$ cat config.mk
export PLATFORM = sky130hd
export DESIGN_NAME = exu_top
export DESIGN_NICKNAME = d
export VERILOG_FILES = /design/src/hw/exu_pkg.sv /design/src/hw/exu_operand_stage.sv /design/src/hw/exu_alu.sv /design/src/hw/exu_redirect.sv /design/src/hw/exu_top.sv
export VERILOG_INCLUDE_DIRS = /design/src /design/src/hw
export SDC_FILE = /design/constraint.sdc
export NUM_CORES = 1
export LEC_CHECK = 0
export BUFFER_PORTS_ARGS = -buffer_cell sky130_fd_sc_hd__buf_2
export CORE_MARGIN = 10
export CORE_UTILIZATION = 38
export CTS_CLUSTER_SIZE = 30
export DETAILED_ROUTE_END_ITERATION = 7
export SLEW_MARGIN = 10
export SYNTH_ARGS = -nofsm -noshare
export SYNTH_HDL_FRONTEND = slang
export SYNTH_HIERARCHICAL = 1
export SYNTH_SLANG_ARGS = --single-unit
$ cat constraint.sdc
create_clock -name clock -period 11.2 [get_ports clock]
set_input_delay 2.24 -clock clock [delete_from_list [all_inputs] [get_ports clock]]
set_output_delay 2.24 -clock clock [all_outputs]
set_load 0.02 [all_outputs]
$ cat src/hw/exu_config.svh
`ifndef EXU_CONFIG_SVH
`define EXU_CONFIG_SVH

// Data and PC width.
`define EXU_XLEN 32

// ALU operation code width.
`define EXU_ALU_OP_W 5

// Sequential PC increment.
`define EXU_PC_STEP 4

`define EXU_ECALL_CAUSE 11 // Environment call from M-mode.

`endif

$ cat src/hw/exu_pkg.sv
`include "exu_config.svh"

package exu_pkg;

  typedef logic [`EXU_XLEN-1:0]     word_t;
  typedef logic [`EXU_ALU_OP_W-1:0] alu_op_t;
  typedef logic [2:0]               npc_sel_t;
  typedef logic [1:0]               wb_sel_t;
  typedef logic [1:0]               op1_sel_t;
  typedef logic [3:0]               op2_sel_t;
  typedef logic [1:0]               csr_sel_t;

  localparam alu_op_t ALU_ADD   = 'd0;
  localparam alu_op_t ALU_SUB   = 'd1;
  localparam alu_op_t ALU_AND   = 'd2;
  localparam alu_op_t ALU_OR    = 'd3;
  localparam alu_op_t ALU_XOR   = 'd4;
  localparam alu_op_t ALU_SLL   = 'd5;
  localparam alu_op_t ALU_SRL   = 'd6;
  localparam alu_op_t ALU_SRA   = 'd7;
  localparam alu_op_t ALU_SLT   = 'd8;
  localparam alu_op_t ALU_SLTU  = 'd9;
  localparam alu_op_t ALU_EQ    = 'd10;
  localparam alu_op_t ALU_NE    = 'd11;
  localparam alu_op_t ALU_GE    = 'd12;
  localparam alu_op_t ALU_GEU   = 'd13;
  localparam alu_op_t ALU_PASS2 = 'd14; // csrrw.
  localparam alu_op_t ALU_ANDN  = 'd15; // csrrc.

  localparam npc_sel_t NPC_SEQ    = 3'd0;
  localparam npc_sel_t NPC_JAL    = 3'd1;
  localparam npc_sel_t NPC_JALR   = 3'd2;
  localparam npc_sel_t NPC_BRANCH = 3'd3;
  localparam npc_sel_t NPC_TRAP   = 3'd4; // ecall and mret.

  localparam wb_sel_t WB_ALU  = 2'd0;
  localparam wb_sel_t WB_SNPC = 2'd1; // jal, jalr.
  localparam wb_sel_t WB_DNPC = 2'd2; // auipc.
  localparam wb_sel_t WB_CSR  = 2'd3;

  // Bypass bit positions. Lowest index wins.
  localparam int unsigned SEL_OWN = 0;
  localparam int unsigned SEL_FWD = 1;
  localparam int unsigned OP2_IMM = 0;
  localparam int unsigned OP2_CSR = 1;
  localparam int unsigned OP2_OWN = 2;
  localparam int unsigned OP2_FWD = 3;

endpackage

$ cat src/hw/exu_operand_stage.sv
`timescale 1ns/1ps
`include "exu_config.svh"

module exu_operand_stage (
  input  logic              clock,
  input  logic              reset,
  input  logic              block,
  input  logic              decode_valid,
  input  logic              fence_i,
  input  exu_pkg::word_t    pc,
  input  exu_pkg::word_t    imm,
  input  exu_pkg::word_t    src1,
  input  exu_pkg::word_t    src2,
  input  exu_pkg::word_t    csr_src,
  input  exu_pkg::word_t    forward_data,
  input  exu_pkg::word_t    exu_r_wdata,
  input  logic              clear_pipeline,
  input  exu_pkg::alu_op_t  alu_op,
  input  exu_pkg::op1_sel_t op1_sel,
  input  exu_pkg::op2_sel_t op2_sel,
  input  exu_pkg::csr_sel_t csr_sel,
  input  exu_pkg::npc_sel_t npc_sel,
  input  exu_pkg::wb_sel_t  wb_sel,
  input  logic              csr_cause_sel,
  output exu_pkg::alu_op_t  stage_op,
  output exu_pkg::word_t    operand1,
  output exu_pkg::word_t    operand2,
  output exu_pkg::word_t    stage_pc,
  output exu_pkg::word_t    snpc,
  output exu_pkg::word_t    dnpc,
  output exu_pkg::word_t    csr_buf,
  output exu_pkg::word_t    wsrc,
  output exu_pkg::npc_sel_t stage_npc_sel,
  output exu_pkg::wb_sel_t  stage_wb_sel,
  output logic              stage_cause_sel,
  output logic              npc_valid,
  output logic              clear_cache
);
  import exu_pkg::*;

  word_t op1_next;
  word_t csr_next;
  word_t wsrc_next;
  word_t op2_next;

  // Own result first, then the later stage, then the register file.
  assign op1_next  = op1_sel[SEL_OWN] ? exu_r_wdata :
                     op1_sel[SEL_FWD] ? forward_data : src1;
  assign csr_next  = csr_sel[SEL_OWN] ? exu_r_wdata :
                     csr_sel[SEL_FWD] ? forward_data : csr_src;
  assign wsrc_next = op2_sel[OP2_OWN] ? exu_r_wdata :
                     op2_sel[OP2_FWD] ? forward_data : src2;
  assign op2_next  = op2_sel[OP2_IMM] ? imm :
                     op2_sel[OP2_CSR] ? csr_next : wsrc_next;

  always_ff @(posedge clock) begin
    if (reset) begin
      npc_valid       <= 1'b0;
      clear_cache     <= 1'b0;
      stage_npc_sel   <= NPC_SEQ;
      stage_wb_sel    <= WB_ALU;
      stage_cause_sel <= 1'b0;
      stage_op        <= ALU_ADD;
      operand1        <= '0;
      operand2        <= '0;
      wsrc            <= '0;
      csr_buf         <= '0;
      stage_pc        <= '0;
      snpc            <= '0;
      dnpc            <= '0;
    end else if (!block) begin
      // Squash the slot behind a redirect.
      npc_valid       <= decode_valid && !clear_pipeline;
      clear_cache     <= fence_i; // FENCE.I pulse.
      stage_npc_sel   <= npc_sel;
      stage_wb_sel    <= wb_sel;
      stage_cause_sel <= csr_cause_sel;
      stage_op        <= alu_op;
      operand1        <= op1_next;
      operand2        <= op2_next;
      wsrc            <= wsrc_next;
      csr_buf         <= csr_next;
      stage_pc        <= pc;
      snpc            <= pc + word_t'(`EXU_PC_STEP);
      dnpc            <= pc + imm; // Jump and branch target.
    end
  end

endmodule

$ cat src/hw/exu_alu.sv
`timescale 1ns/1ps
`include "exu_config.svh"

module exu_alu (
  input  exu_pkg::alu_op_t op,
  input  exu_pkg::word_t   operand1,
  input  exu_pkg::word_t   operand2,
  output exu_pkg::word_t   result
);
  import exu_pkg::*;

  localparam int SHAMT_W = $clog2(`EXU_XLEN);

  logic [SHAMT_W-1:0] shamt;
  logic               lt_signed;
  logic               lt_unsigned;
  logic               equal;

  assign shamt       = operand2[SHAMT_W-1:0];
  assign lt_signed   = $signed(operand1) < $signed(operand2);
  assign lt_unsigned = operand1 < operand2;
  assign equal       = operand1 == operand2;

  always_comb begin
    unique case (op)
      ALU_ADD:   result = operand1 + operand2;
      ALU_SUB:   result = operand1 - operand2;
      ALU_AND:   result = operand1 & operand2;
      ALU_OR:    result = operand1 | operand2;
      ALU_XOR:   result = operand1 ^ operand2;
      ALU_SLL:   result = operand1 << shamt;
      ALU_SRL:   result = operand1 >> shamt;
      ALU_SRA:   result = word_t'($signed(operand1) >>> shamt);
      // Compares give 0 or 1 for the branch test.
      ALU_SLT:   result = word_t'(lt_signed);
      ALU_SLTU:  result = word_t'(lt_unsigned);
      ALU_EQ:    result = word_t'(equal);
      ALU_NE:    result = word_t'(!equal);
      ALU_GE:    result = word_t'(!lt_signed);
      ALU_GEU:   result = word_t'(!lt_unsigned);
      ALU_PASS2: result = operand2;
      ALU_ANDN:  result = operand2 & ~operand1; // Clear CSR bits.
      default:   result = '0;
    endcase
  end

endmodule

$ cat src/hw/exu_redirect.sv
`timescale 1ns/1ps
`include "exu_config.svh"

module exu_redirect (
  input  logic              clock,
  input  logic              reset,
  input  logic              block,
  input  exu_pkg::word_t    alu_result,
  input  exu_pkg::word_t    snpc,
  input  exu_pkg::word_t    dnpc,
  input  exu_pkg::word_t    csr_buf,
  input  exu_pkg::word_t    stage_pc,
  input  exu_pkg::npc_sel_t stage_npc_sel,
  input  exu_pkg::wb_sel_t  stage_wb_sel,
  input  logic              stage_cause_sel,
  input  logic              npc_valid,
  input  logic              clear_cache,
  output exu_pkg::word_t    npc,
  output exu_pkg::word_t    exu_r_wdata,
  output exu_pkg::word_t    csr_wdata1,
  output exu_pkg::word_t    csr_wdata2,
  output logic              clear_pipeline
);
  import exu_pkg::*;

  always_comb begin
    case (stage_npc_sel)
      NPC_SEQ:    npc = snpc;
      NPC_JAL:    npc = dnpc;
      NPC_JALR:   npc = alu_result & ~word_t'(1); // Target is halfword aligned.
      NPC_BRANCH: npc = alu_result[0] ? dnpc : snpc;
      NPC_TRAP:   npc = csr_buf;
      default:    npc = '0;
    endcase
  end

  always_comb begin
    case (stage_wb_sel)
      WB_ALU:  exu_r_wdata = alu_result;
      WB_SNPC: exu_r_wdata = snpc;
      WB_DNPC: exu_r_wdata = dnpc;
      WB_CSR:  exu_r_wdata = csr_buf; // Old CSR value.
      default: exu_r_wdata = alu_result;
    endcase
  end

  // Any taken redirect or FENCE.I flushes.
  assign clear_pipeline = (npc_valid && stage_npc_sel != NPC_SEQ) || clear_cache;

  // CSR writes trail the result by one accepted edge.
  always_ff @(posedge clock) begin
    if (reset) begin
      csr_wdata1 <= '0;
      csr_wdata2 <= '0;
    end else if (!block) begin
      csr_wdata1 <= stage_cause_sel ? word_t'(`EXU_ECALL_CAUSE) : alu_result;
      csr_wdata2 <= stage_pc; // Trap PC.
    end
  end

endmodule

$ cat src/hw/exu_top.sv
`timescale 1ns/1ps

module exu_top (
  input  logic              clock,
  input  logic              reset,
  input  logic              block,
  input  logic              decode_valid,
  input  logic              fence_i,
  input  exu_pkg::word_t    pc,
  input  exu_pkg::word_t    imm,
  input  exu_pkg::word_t    src1,
  input  exu_pkg::word_t    src2,
  input  exu_pkg::word_t    csr_src,
  input  exu_pkg::word_t    forward_data,
  input  exu_pkg::alu_op_t  alu_op,
  input  exu_pkg::op1_sel_t op1_sel,
  input  exu_pkg::op2_sel_t op2_sel,
  input  exu_pkg::csr_sel_t csr_sel,
  input  exu_pkg::npc_sel_t npc_sel,
  input  exu_pkg::wb_sel_t  wb_sel,
  input  logic              csr_cause_sel,
  output exu_pkg::word_t    alu_result,
  output exu_pkg::word_t    npc,
  output logic              npc_valid,
  output exu_pkg::word_t    snpc,
  output exu_pkg::word_t    wsrc,
  output exu_pkg::word_t    exu_r_wdata,
  output exu_pkg::word_t    csr_wdata1,
  output exu_pkg::word_t    csr_wdata2,
  output logic              clear_pipeline,
  output logic              clear_cache
);
  import exu_pkg::*;

  alu_op_t  stage_op;
  word_t    operand1;
  word_t    operand2;
  word_t    stage_pc;
  word_t    dnpc;
  word_t    csr_buf;
  npc_sel_t stage_npc_sel;
  wb_sel_t  stage_wb_sel;
  logic     stage_cause_sel;

  exu_operand_stage u_operand_stage (
    .clock(clock), .reset(reset), .block(block),
    .decode_valid(decode_valid), .fence_i(fence_i),
    .pc(pc), .imm(imm), .src1(src1), .src2(src2), .csr_src(csr_src),
    .forward_data(forward_data), .exu_r_wdata(exu_r_wdata),
    .clear_pipeline(clear_pipeline), .alu_op(alu_op),
    .op1_sel(op1_sel), .op2_sel(op2_sel), .csr_sel(csr_sel),
    .npc_sel(npc_sel), .wb_sel(wb_sel), .csr_cause_sel(csr_cause_sel),
    .stage_op(stage_op), .operand1(operand1), .operand2(operand2),
    .stage_pc(stage_pc), .snpc(snpc), .dnpc(dnpc), .csr_buf(csr_buf),
    .wsrc(wsrc), .stage_npc_sel(stage_npc_sel), .stage_wb_sel(stage_wb_sel),
    .stage_cause_sel(stage_cause_sel), .npc_valid(npc_valid),
    .clear_cache(clear_cache)
  );

  exu_alu u_alu (
    .op(stage_op), .operand1(operand1), .operand2(operand2), .result(alu_result)
  );

  exu_redirect u_redirect (
    .clock(clock), .reset(reset), .block(block),
    .alu_result(alu_result), .snpc(snpc), .dnpc(dnpc), .csr_buf(csr_buf),
    .stage_pc(stage_pc), .stage_npc_sel(stage_npc_sel), .stage_wb_sel(stage_wb_sel),
    .stage_cause_sel(stage_cause_sel), .npc_valid(npc_valid), .clear_cache(clear_cache),
    .npc(npc), .exu_r_wdata(exu_r_wdata), .csr_wdata1(csr_wdata1),
    .csr_wdata2(csr_wdata2), .clear_pipeline(clear_pipeline)
  );

endmodule

Yosys cells after proc, flatten, opt, wreduce, memory -nomap -nowiden
Cells that the tools add are included.
Word-level totals
  bits in registers: 301
  ROM bits: 0
  memories kept: 0
  bits in writable memories: 0
  latch bits: 0
  output and inout bits: 227
Cells by class
  bitwise gates (word level): 5
  divide/modulo/power cells: 0
  multipliers: 0
  shift-type cells: 3
  reduce and logical (&&, ||, !) cells: 11
  multiplexer cells: 13
  $lt $le $gt $ge: 2
  add/sub/neg operators: 4
  eq/ne operators: 23
Operators by type and width (count)
  case mux 32 bit (16 select lines): 1
  two-way mux 32 bit: 10
  case mux 32 bit (5 select lines): 1
  case mux 32 bit (4 select lines): 1
  adder 32 bit: 2
  bitwise AND 32 bit: 2
  less-than comparator 32 bit: 2
  == test 5 x 4 -> 1 bit, second input constant: 8
  adder 32 x 3 -> 32 bit, second input constant: 1
  == test 32 bit: 1
  inverter 32 bit: 1
  OR 32 bit: 1
  << shifter 32 x 5 -> 32 bit: 1
  >> shifter 32 x 5 -> 32 bit: 1
  >>> shifter 32 x 5 -> 32 bit: 1
  subtractor 32 bit: 1
  XOR 32 bit: 1
  == test 5 x 3 -> 1 bit, second input constant: 4
  == test 5 x 2 -> 1 bit, second input constant: 2
  == test 3 x 2 -> 1 bit, second input constant: 2
  == test 5 x 1 -> 1 bit, second input constant: 1
  zero test 5 bit: 1
  == test 2 bit, second input constant: 2
  zero test 1 bit: 4
  8 further kinds: 9

Depth between registers and ports, before layout
Gate-level depths: netlist of the first run.
  word-level depth: 7
  depth in mapped cells: 24

Hierarchy
Netlist of the first run, hierarchy kept.
Modules (own cells, without submodules)
  exu_operand_stage: cells each 1676, times used 1, area each 12995.0 µm²
  exu_alu: cells each 1373, times used 1, area each 8836.0 µm²
  exu_redirect: cells each 510, times used 1, area each 4644.5 µm²

Least setup slack after synthesis of the first run
OpenSTA, ideal clock, no wires.
  kind: register to output
  start point: reg u_operand_stage.operand2[2]
  end point: out npc[24]
  required time: 8.960 ns
  arrival: 5.625 ns
  setup slack: 3.335 ns
  stages on the path, launching flop included: 20
  path through: dfxtp_1 buf_2 buf_1 inv_1 clkbuf_1 buf_1 ha_1 buf_2 a211oi_1 o21ai_1 a31oi_1 o22ai_1 a41o_1 a21oi_1 o21ai_0 xnor2_1 o311ai_0 nor2_1 o21a_1 o41ai_1
RTL lines
  from (decl): RTL line exu_operand_stage.sv:27  | output exu_pkg::word_t operand2,
  from (signal assigned): RTL line exu_operand_stage.sv:80  | operand2 <= op2_next;
  subtractor 32 bit, or another cell as far along: RTL line exu_alu.sv:27  | ALU_SUB: result = operand1 - operand2;
  case mux 32 bit (16 select lines) (*): RTL line exu_alu.sv:25  | unique case (op)
  via alu_result[24]: RTL line exu_top.sv:22  | output exu_pkg::word_t alu_result,
  case mux 32 bit (5 select lines) (*): RTL line exu_redirect.sv:27  | case (stage_npc_sel)
  to (decl): RTL line exu_top.sv:23  | output exu_pkg::word_t npc,
The timed path passes the listed nets; every way through them passes the cells marked *.

Worst setup path in the final report of the first run
  start point: reg u_operand_stage.operand2[1]
  end point: out npc[11]
Between the ends
  cells in the longest elaborated chain, start to end: 5
Ends and longest elaborated chain
  less-than comparator 32 bit, or another cell as far along: RTL line exu_alu.sv:21  | assign lt_unsigned = operand1 < operand2;
  zero test 1 bit (on tied branches): RTL line exu_alu.sv:40, exu_alu.sv:38, exu_alu.sv:39
  case mux 32 bit (16 select lines) (*): RTL line exu_alu.sv:25
  two-way mux 32 bit: RTL line exu_redirect.sv:31  | NPC_BRANCH: npc = alu_result[0] ? dnpc : snpc;
  case mux 32 bit (5 select lines) (*): RTL line exu_redirect.sv:27
Mark *: on every way between the ends. The rest lies on a longest branch, timed or not.

==> impl_metrics.toml, run 1 <==
[run_status]
outcome = "finished clean"

[clocking]
cts_buffer_depth = 3
postCtsSetupBuffers = 0
cts_resized = 0
cts.sinks = 299
cts_tree = "yes"
h-tree-depth = 2
insertion_delay_ps = 580
root_buffer = "clkbuf_16"
hold_buffers = 0
cts_buffers = 38
clk_pin_slew_ps = 60

[cells_and_area]
area_growth_pct = 14.8
final_cell_count_no_fill = 4764
seq_area_sq_um = 6000
multi_input_area_sq_um = 18700
fill_cells = 7083
nets = 4152
layout-drive-gt1-share = 0.186

[synth]
ys_ff_latch = 299
ys.flop_type = "dfxtp_1"
synth_edf_count = 0
syn-num-nets = 3910
syn_area_sq_um = 26500
ys_seq_area_frac = 0.226
ys_async_sr_fraction = 0
synth_cell_types = 93
yosysWarnings = 6
synth_area_per_cell_sq_um = 7.44
syn_inst = 3559

[power]
power.density_nw_per_um2 = 133
p_leak_nw = 12.9
vdd_ir_drop_max_mv = 0.114

[route]
routed_via_density = 6.16
drtIter0Drc = 3965
drt_wl_total_um = 127000
drtPass1Iterations = 7
detail-route-antenna-nets = 0
wl_per_cell_um = 26.8
num_vias = 29300
drc = 0

[sta]
finalSetupViolCount = 0
maxSlewViolCount = 0
clock.fmax_mhz = 115
clock-skew-final_ps = 44.3
hold_viol = 0
fin_crit_sh = 0.778
finalSetupTns_ps = 0
rsz0062_at_grt = "false"
slew_headroom = 0.0949
fin_hold_ws_ps = 483
worst_pin_slew_ps = 1340
layout_min_cycle_time_ps = 8710

[floorplan]
core_area_sq_um = 68800
dieArea_sq_um = 80600
start_util = 0.385
dieHeight_um = 284
num_io_pins = 443
rows = 96
die_w_um = 284

[global_routing]
grt_max_degree = 101
antenna_found_initial = 13
grt_pass1_wl_um = 185000
gr-total-overflow = 0
grt.total_usage = 0.297
grt_pass1_vias = 27700

[critical_path]
cp.arrival_ps = 6470
worstSetupPathType = "flop to output pin"
crit_required_ps = 8960
worst_r2r_endpoint = "u_operand_stage/operand2[30]"
rr_startpoint = "u_operand_stage/operand2[0]"
cp_max_fo = 29
r2r_slack_ps = 4570
crit_path_end_kind = "output pin"
r2r_cells = 19
crit_path_start_kind = "flop"

[placed_design]
place_congestion = 1.03
port_buffers = 442
dp_cells = 4692
dp_hpwl_um = 96200

[hold_path]
hold_class = "flop to flop"
min_to = "u_redirect/csr_wdata1[13]"
worstHoldStart = "u_redirect/csr_wdata1[13]"
hold_depth = 2

[run]
maxCapViolCount = 0
[worst max-delay path, stage by stage (launching register included)]
cell	delay [ps]
dfxtp_4	560
inv_1	390
fa_1	590
nand2b_4	120
a2111oi_4	80
o311ai_2	280
a31o_1	320
o21ai_1	200
a211oi_1	440
o21bai_1	140
a21o_1	230
a2111o_1	400
o211ai_1	80
buf_4	540
and4b_1	910
a22oi_1	150
o221ai_1	200
buf_2	240
[where the power goes]
part	total, mW	switching, mW	internal, mW
sequential	1.24	0.104	1.14
combinational	1.49	0.988	0.499
clock	1.33	0.527	0.803
total	4.06	1.62	2.44
[flip-flops by register name (all words and copies together), names as in the netlist]
name / cells
u_operand_stage/csr_buf: 32
u_operand_stage/stage_cause_sel: 1
u_operand_stage/stage_wb_sel: 2
u_operand_stage/clear_cache: 1
u_operand_stage/operand1: 32
u_operand_stage/snpc: 30
u_operand_stage/wsrc: 32
u_operand_stage/npc_valid: 1
u_operand_stage/stage_pc: 32
u_redirect/csr_wdata1: 32
u_operand_stage/stage_npc_sel: 3
u_operand_stage/dnpc: 32
u_operand_stage/operand2: 32
u_redirect/csr_wdata2: 32
u_operand_stage/stage_op: 5
[stage by stage]
stage	area, sq um	power [mW]	setup WS [ps]	utilization
after floorplan	26500	2.15	3340	-
after global placement	29100	2.70	3310	0.422
after detailed placement	29100	2.70	3290	0.422
after CTS	30400	4.04	2630	0.441
after global routing	30400	4.22	2290	0.442
final	30400	4.06	2490	0.442
[metal layers]
metal,up-vias,track usage,share of wire
met3,347,0.0756,0.11
met2,1760,0.461,0.44
met5,-,0,0.00086
met1,14000,0.385,0.40
met4,16,0.127,0.050
li1,13200,-,-
[cells by family (layout without fill, tap and decap cells)]
family | after synthesis | in the layout | share of synthesized area
flops | 299 | 299 | 0.226
xor+xnor | 68 | 68 | 0.0225
simple gates | 1232 | 1232 | 0.204
fa+ha+maj | 135 | 135 | 0.0647
compound gates | 1026 | 1026 | 0.241
buf+inv | 424 | 693 | 0.0668
other cells | 0 | 5 | 0
mux | 375 | 375 | 0.175
[layout by cell type (no fill, tap or decap), types with 11 or more instances in the layout]
cell type and instances:
a211o_1 21, a211oi_1 56, a21o_1 29, a21oi_1 421
a221oi_1 15, a22oi_1 27, a31oi_1 15, and3_1 18
buf_2 440, buf_4 63, clkbuf_16 38, dfxtp_1 291
ha_1 132, inv_1 120, mux2_2 36, mux2i_1 272
mux4_2 67, nand2_1 250, nand2b_1 16, nand3_1 52
nand4_1 32, nor2_1 684, nor2b_1 23, nor3_1 44
nor3b_1 42, nor4_1 15, o2111ai_1 15, o211ai_1 28
o21ai_0 214, o21ai_1 13, o21bai_1 14, o221ai_1 24
o22ai_1 15, o31ai_1 11, o41ai_1 11, or3_1 17
xnor2_1 43, xor2_1 25
[how the worst max path moves through the flow]
stage                           startpoint  endpoint  slack [ps]
2_1_floorplan  u_operand_stage/operand2[2]   npc[24]        3340
3_3_place_gp   u_operand_stage/operand2[1]   npc[11]        3310
3_5_place_dp   u_operand_stage/operand2[1]   npc[11]        3290
4_1_cts        u_operand_stage/operand2[1]   npc[11]        2630
5_1_grt        u_operand_stage/operand2[1]   npc[22]        2290
6_report       u_operand_stage/operand2[1]   npc[11]        2490
[Yosys cell counts (11+ instances only)]
| cell type | count | share of area |
|---|---|---|
| a211o_1 | 21 | 0.0069 |
| a211oi_1 | 56 | 0.016 |
| a21o_1 | 29 | 0.0082 |
| a21oi_1 | 421 | 0.080 |
| a221oi_1 | 15 | 0.0050 |
| a22oi_1 | 27 | 0.0077 |
| a31oi_1 | 15 | 0.0035 |
| and3_1 | 19 | 0.0045 |
| buf_1 | 57 | 0.0081 |
| buf_2 | 63 | 0.012 |
| buf_4 | 13 | 0.0037 |
| clkbuf_1 | 162 | 0.023 |
| dfxtp_1 | 299 | 0.23 |
| ha_1 | 132 | 0.062 |
| inv_1 | 121 | 0.017 |
| mux2_2 | 36 | 0.015 |
| mux2i_1 | 272 | 0.10 |
| mux4_2 | 67 | 0.057 |
| nand2_1 | 250 | 0.035 |
| nand2b_1 | 16 | 0.0038 |
| nand3_1 | 53 | 0.010 |
| nand4_1 | 32 | 0.0076 |
| nor2_1 | 684 | 0.097 |
| nor2b_1 | 23 | 0.0054 |
| nor3_1 | 44 | 0.0083 |
| nor3b_1 | 42 | 0.012 |
| nor4_1 | 16 | 0.0038 |
| o2111ai_1 | 15 | 0.0050 |
| o211ai_1 | 28 | 0.0079 |
| o21ai_0 | 216 | 0.041 |
| o21ai_1 | 11 | 0.0021 |
| o21bai_1 | 14 | 0.0040 |
| o221ai_1 | 24 | 0.0079 |
| o22ai_1 | 15 | 0.0035 |
| o31ai_1 | 11 | 0.0031 |
| o41ai_1 | 11 | 0.0036 |
| or3_1 | 17 | 0.0040 |
| xnor2_1 | 43 | 0.014 |
| xor2_1 | 25 | 0.0083 |
[final cells by class]
cell class,count,area share
multi-input cells,2836,0.616
flip-flops and latches,299,0.197
repair buffers,505,0.0890
well taps,931,0.0383
clock buffers,46,0.0329
inverters,121,0.0149
clock inverters,21,0.0106
diodes,5,0.000412
(Power assumes the default switching activity.)
==> inputs of run 2 (changes only) <==
==> constraint.sdc (replaced) <==
create_clock -name clock -period 7.3 [get_ports clock]
set_input_delay 1.46 -clock clock [delete_from_list [all_inputs] [get_ports clock]]
set_output_delay 1.46 -clock clock [all_outputs]
set_load 0.02 [all_outputs]
==> run 2 against run 1 <==
Net effect:
- combinational power is 56% higher
- critical path depth stayed put
- non-clock buffer count is 28 higher
- clock power is 54% higher
- sequential power is 52% higher
- flip-flop and latch count stayed put
- utilization is 0.42 points higher
- design area is 0.95% higher
- die area stayed put
- worst hold slack worse by 2.9 ps
- via count is 1.0% higher
- critical path type unchanged
==> impl_metrics.toml, run 2 (same netlist as run 1, synthesis figures left out) <==
[floorplan]
start_util = 0.385
num_io_pins = 443
rows = 96
dieArea_sq_um = 80600
dieHeight_um = 284
core_area_sq_um = 68800
die_w_um = 284

[global_routing]
grt_max_degree = 98
gr-total-overflow = 0
grt_pass1_wl_um = 183000
antenna_found_initial = 11
grt_pass1_vias = 27100
grt.total_usage = 0.294

[critical_path]
startpoint = "u_operand_stage/operand2[1]"
crit_path_start_kind = "flop"
cp_max_fo = 17
crit_path_end_kind = "output pin"
rr_startpoint = "u_operand_stage/operand2[1]"
worstSetupPathType = "flop to output pin"
cp_cell_sequence = "inv_1 -> buf_4 -> ha_1 -> o21ba_1 -> a2111o_1 -> a311oi_2 -> nor2_1 -> a211oi_2 -> a31oi_1 -> a311oi_1 -> a21oi_1 -> xnor2_1 -> a221o_1 -> nor2_1 -> o21a_1 -> o41ai_1 -> buf_2"
crit_required_ps = 5840
crit_cells = 17
cp.arrival_ps = 5650
path_buf_inv = 3
critical_path.max_stage_delay_ps = 550
crit_family = "compound AO/OA/AOI/OAI gates"
crit_slowest_cell = "dfxtp_4"
cp_common_cell = "nor2_1"
r2r_cells = 19

[power]
power.density_nw_per_um2 = 204
p_leak_nw = 13.0
finalPower_mw = 6.27
vdd_ir_drop_max_mv = 0.187

[clocking]
clk_pin_slew_ps = 60
insertion_delay_ps = 590
root_buffer = "clkbuf_16"
cts_tree = "yes"
cts_buffers = 38
h-tree-depth = 2
hold_buffers = 0
cts_buffer_depth = 3
cts.sinks = 299

[route]
drc = 0
routed_via_density = 6.19
drtIter0Drc = 4075
wl_per_cell_um = 26.6
drtPass1Iterations = 7
detail-route-antenna-nets = 0
num_vias = 29600
drt_wl_total_um = 127000

[cells_and_area]
area_growth_pct = 15.9
fill_cells = 7073
layout_commonest_cell = "nor2_1"
final_util = 0.446
final_cell_mix = "684 x nor2_1, 440 x buf_2, 421 x a21oi_1"
layout-drive-gt1-share = 0.194
nets = 4180

[sta]
rsz0062_at_grt = "false"
layout_min_cycle_time_ps = 7110
clock.fmax_mhz = 141
finalSetupViolCount = 0
fin_ws_ps = 188
clock-skew-final_ps = 27.8
slew_headroom = 0.171
worst_pin_slew_ps = 1230
hold_viol = 0
maxSlewViolCount = 0
finalSetupTns_ps = 0
fin_crit_sh = 0.974

[run_status]
outcome = "finished clean"

[hold_path]
worstHoldStart = "u_redirect/csr_wdata1[13]"
hold_class = "flop to flop"
hold_depth = 2

[placed_design]
place_ws_ps = 491
port_buffers = 442
dp_hpwl_um = 96700
place_congestion = 1.01

[run]
maxCapViolCount = 0
==> run 2: cell types whose count changed in the layout (fill, tap and decap cells not counted), sizes merged <==
cell	change
bufinv	-2
inv	+2
diode	-2
buf	+28
clkbuf	+3
clkinv	-1
==> run 2: path summary, 6_finish.rpt <==
kind / slack (ps) / endpoint
worst max-delay path: 190 / npc[27]
worst min-delay path: 480 / u_redirect/csr_wdata1[13]
worst max register to register: 1510 / u_operand_stage/operand2[17]
worst min register to register: 480 / u_redirect/csr_wdata1[13]
==> run 2: final cells by class <==
| class | instances | area (sq um) | share of cell area |
|---|---|---|---|
| Antenna cell | 3 | 7.51 | 0.000245 |
| Clock inverter | 20 | 297 | 0.00966 |
| Multi-Input combinational cell | 2836 | 18800 | 0.612 |
| Timing Repair Buffer | 533 | 2950 | 0.0961 |
| Inverter | 121 | 454 | 0.0148 |
| Tap cell | 931 | 1160 | 0.0380 |
| Clock buffer | 49 | 1040 | 0.0340 |
| Sequential cell | 299 | 6000 | 0.196 |
==> run 2: tightest hold or removal path: cells and delay by family, from the launching register on <==
family | cells | cell delay, ps
AND/OR/NAND/NOR | 1 | 70
flip-flops | 1 | 320
AO/OA/AOI/OAI | 1 | 60
==> run 2: stage by stage <==
step	instance area (sq um)	cells	hold WS, ps
final	30700	4792	480
after global routing	30700	4790	514
after CTS	30600	4786	485
after detailed placement	29300	4717	472
after global placement	29300	4717	463
after floorplan	26500	3559	451
==> run 2: power breakdown <==
group	switching [mW]	leakage, nW	internal, mW
Clock	0.850	0.649	1.20
Combinational	1.53	9.92	0.790
Sequential	0.149	2.46	1.74
==> run 2: repair_timing <==
item,CTS,global route
pin swaps,0,1
setup buffers,0,3
endpoints found under the setup margin,1,5
resized for setup,2,4
==> run 2: layer usage <==
layer | up-vias | part of all wire | GRT usage
met3 | 303 | 0.10 | 0.0646
met2 | 1812 | 0.44 | 0.454
met1 | 14200 | 0.41 | 0.391
met5 | - | 0.00082 | 0
met4 | 16 | 0.045 | 0.118
li1 | 13300 | - | -
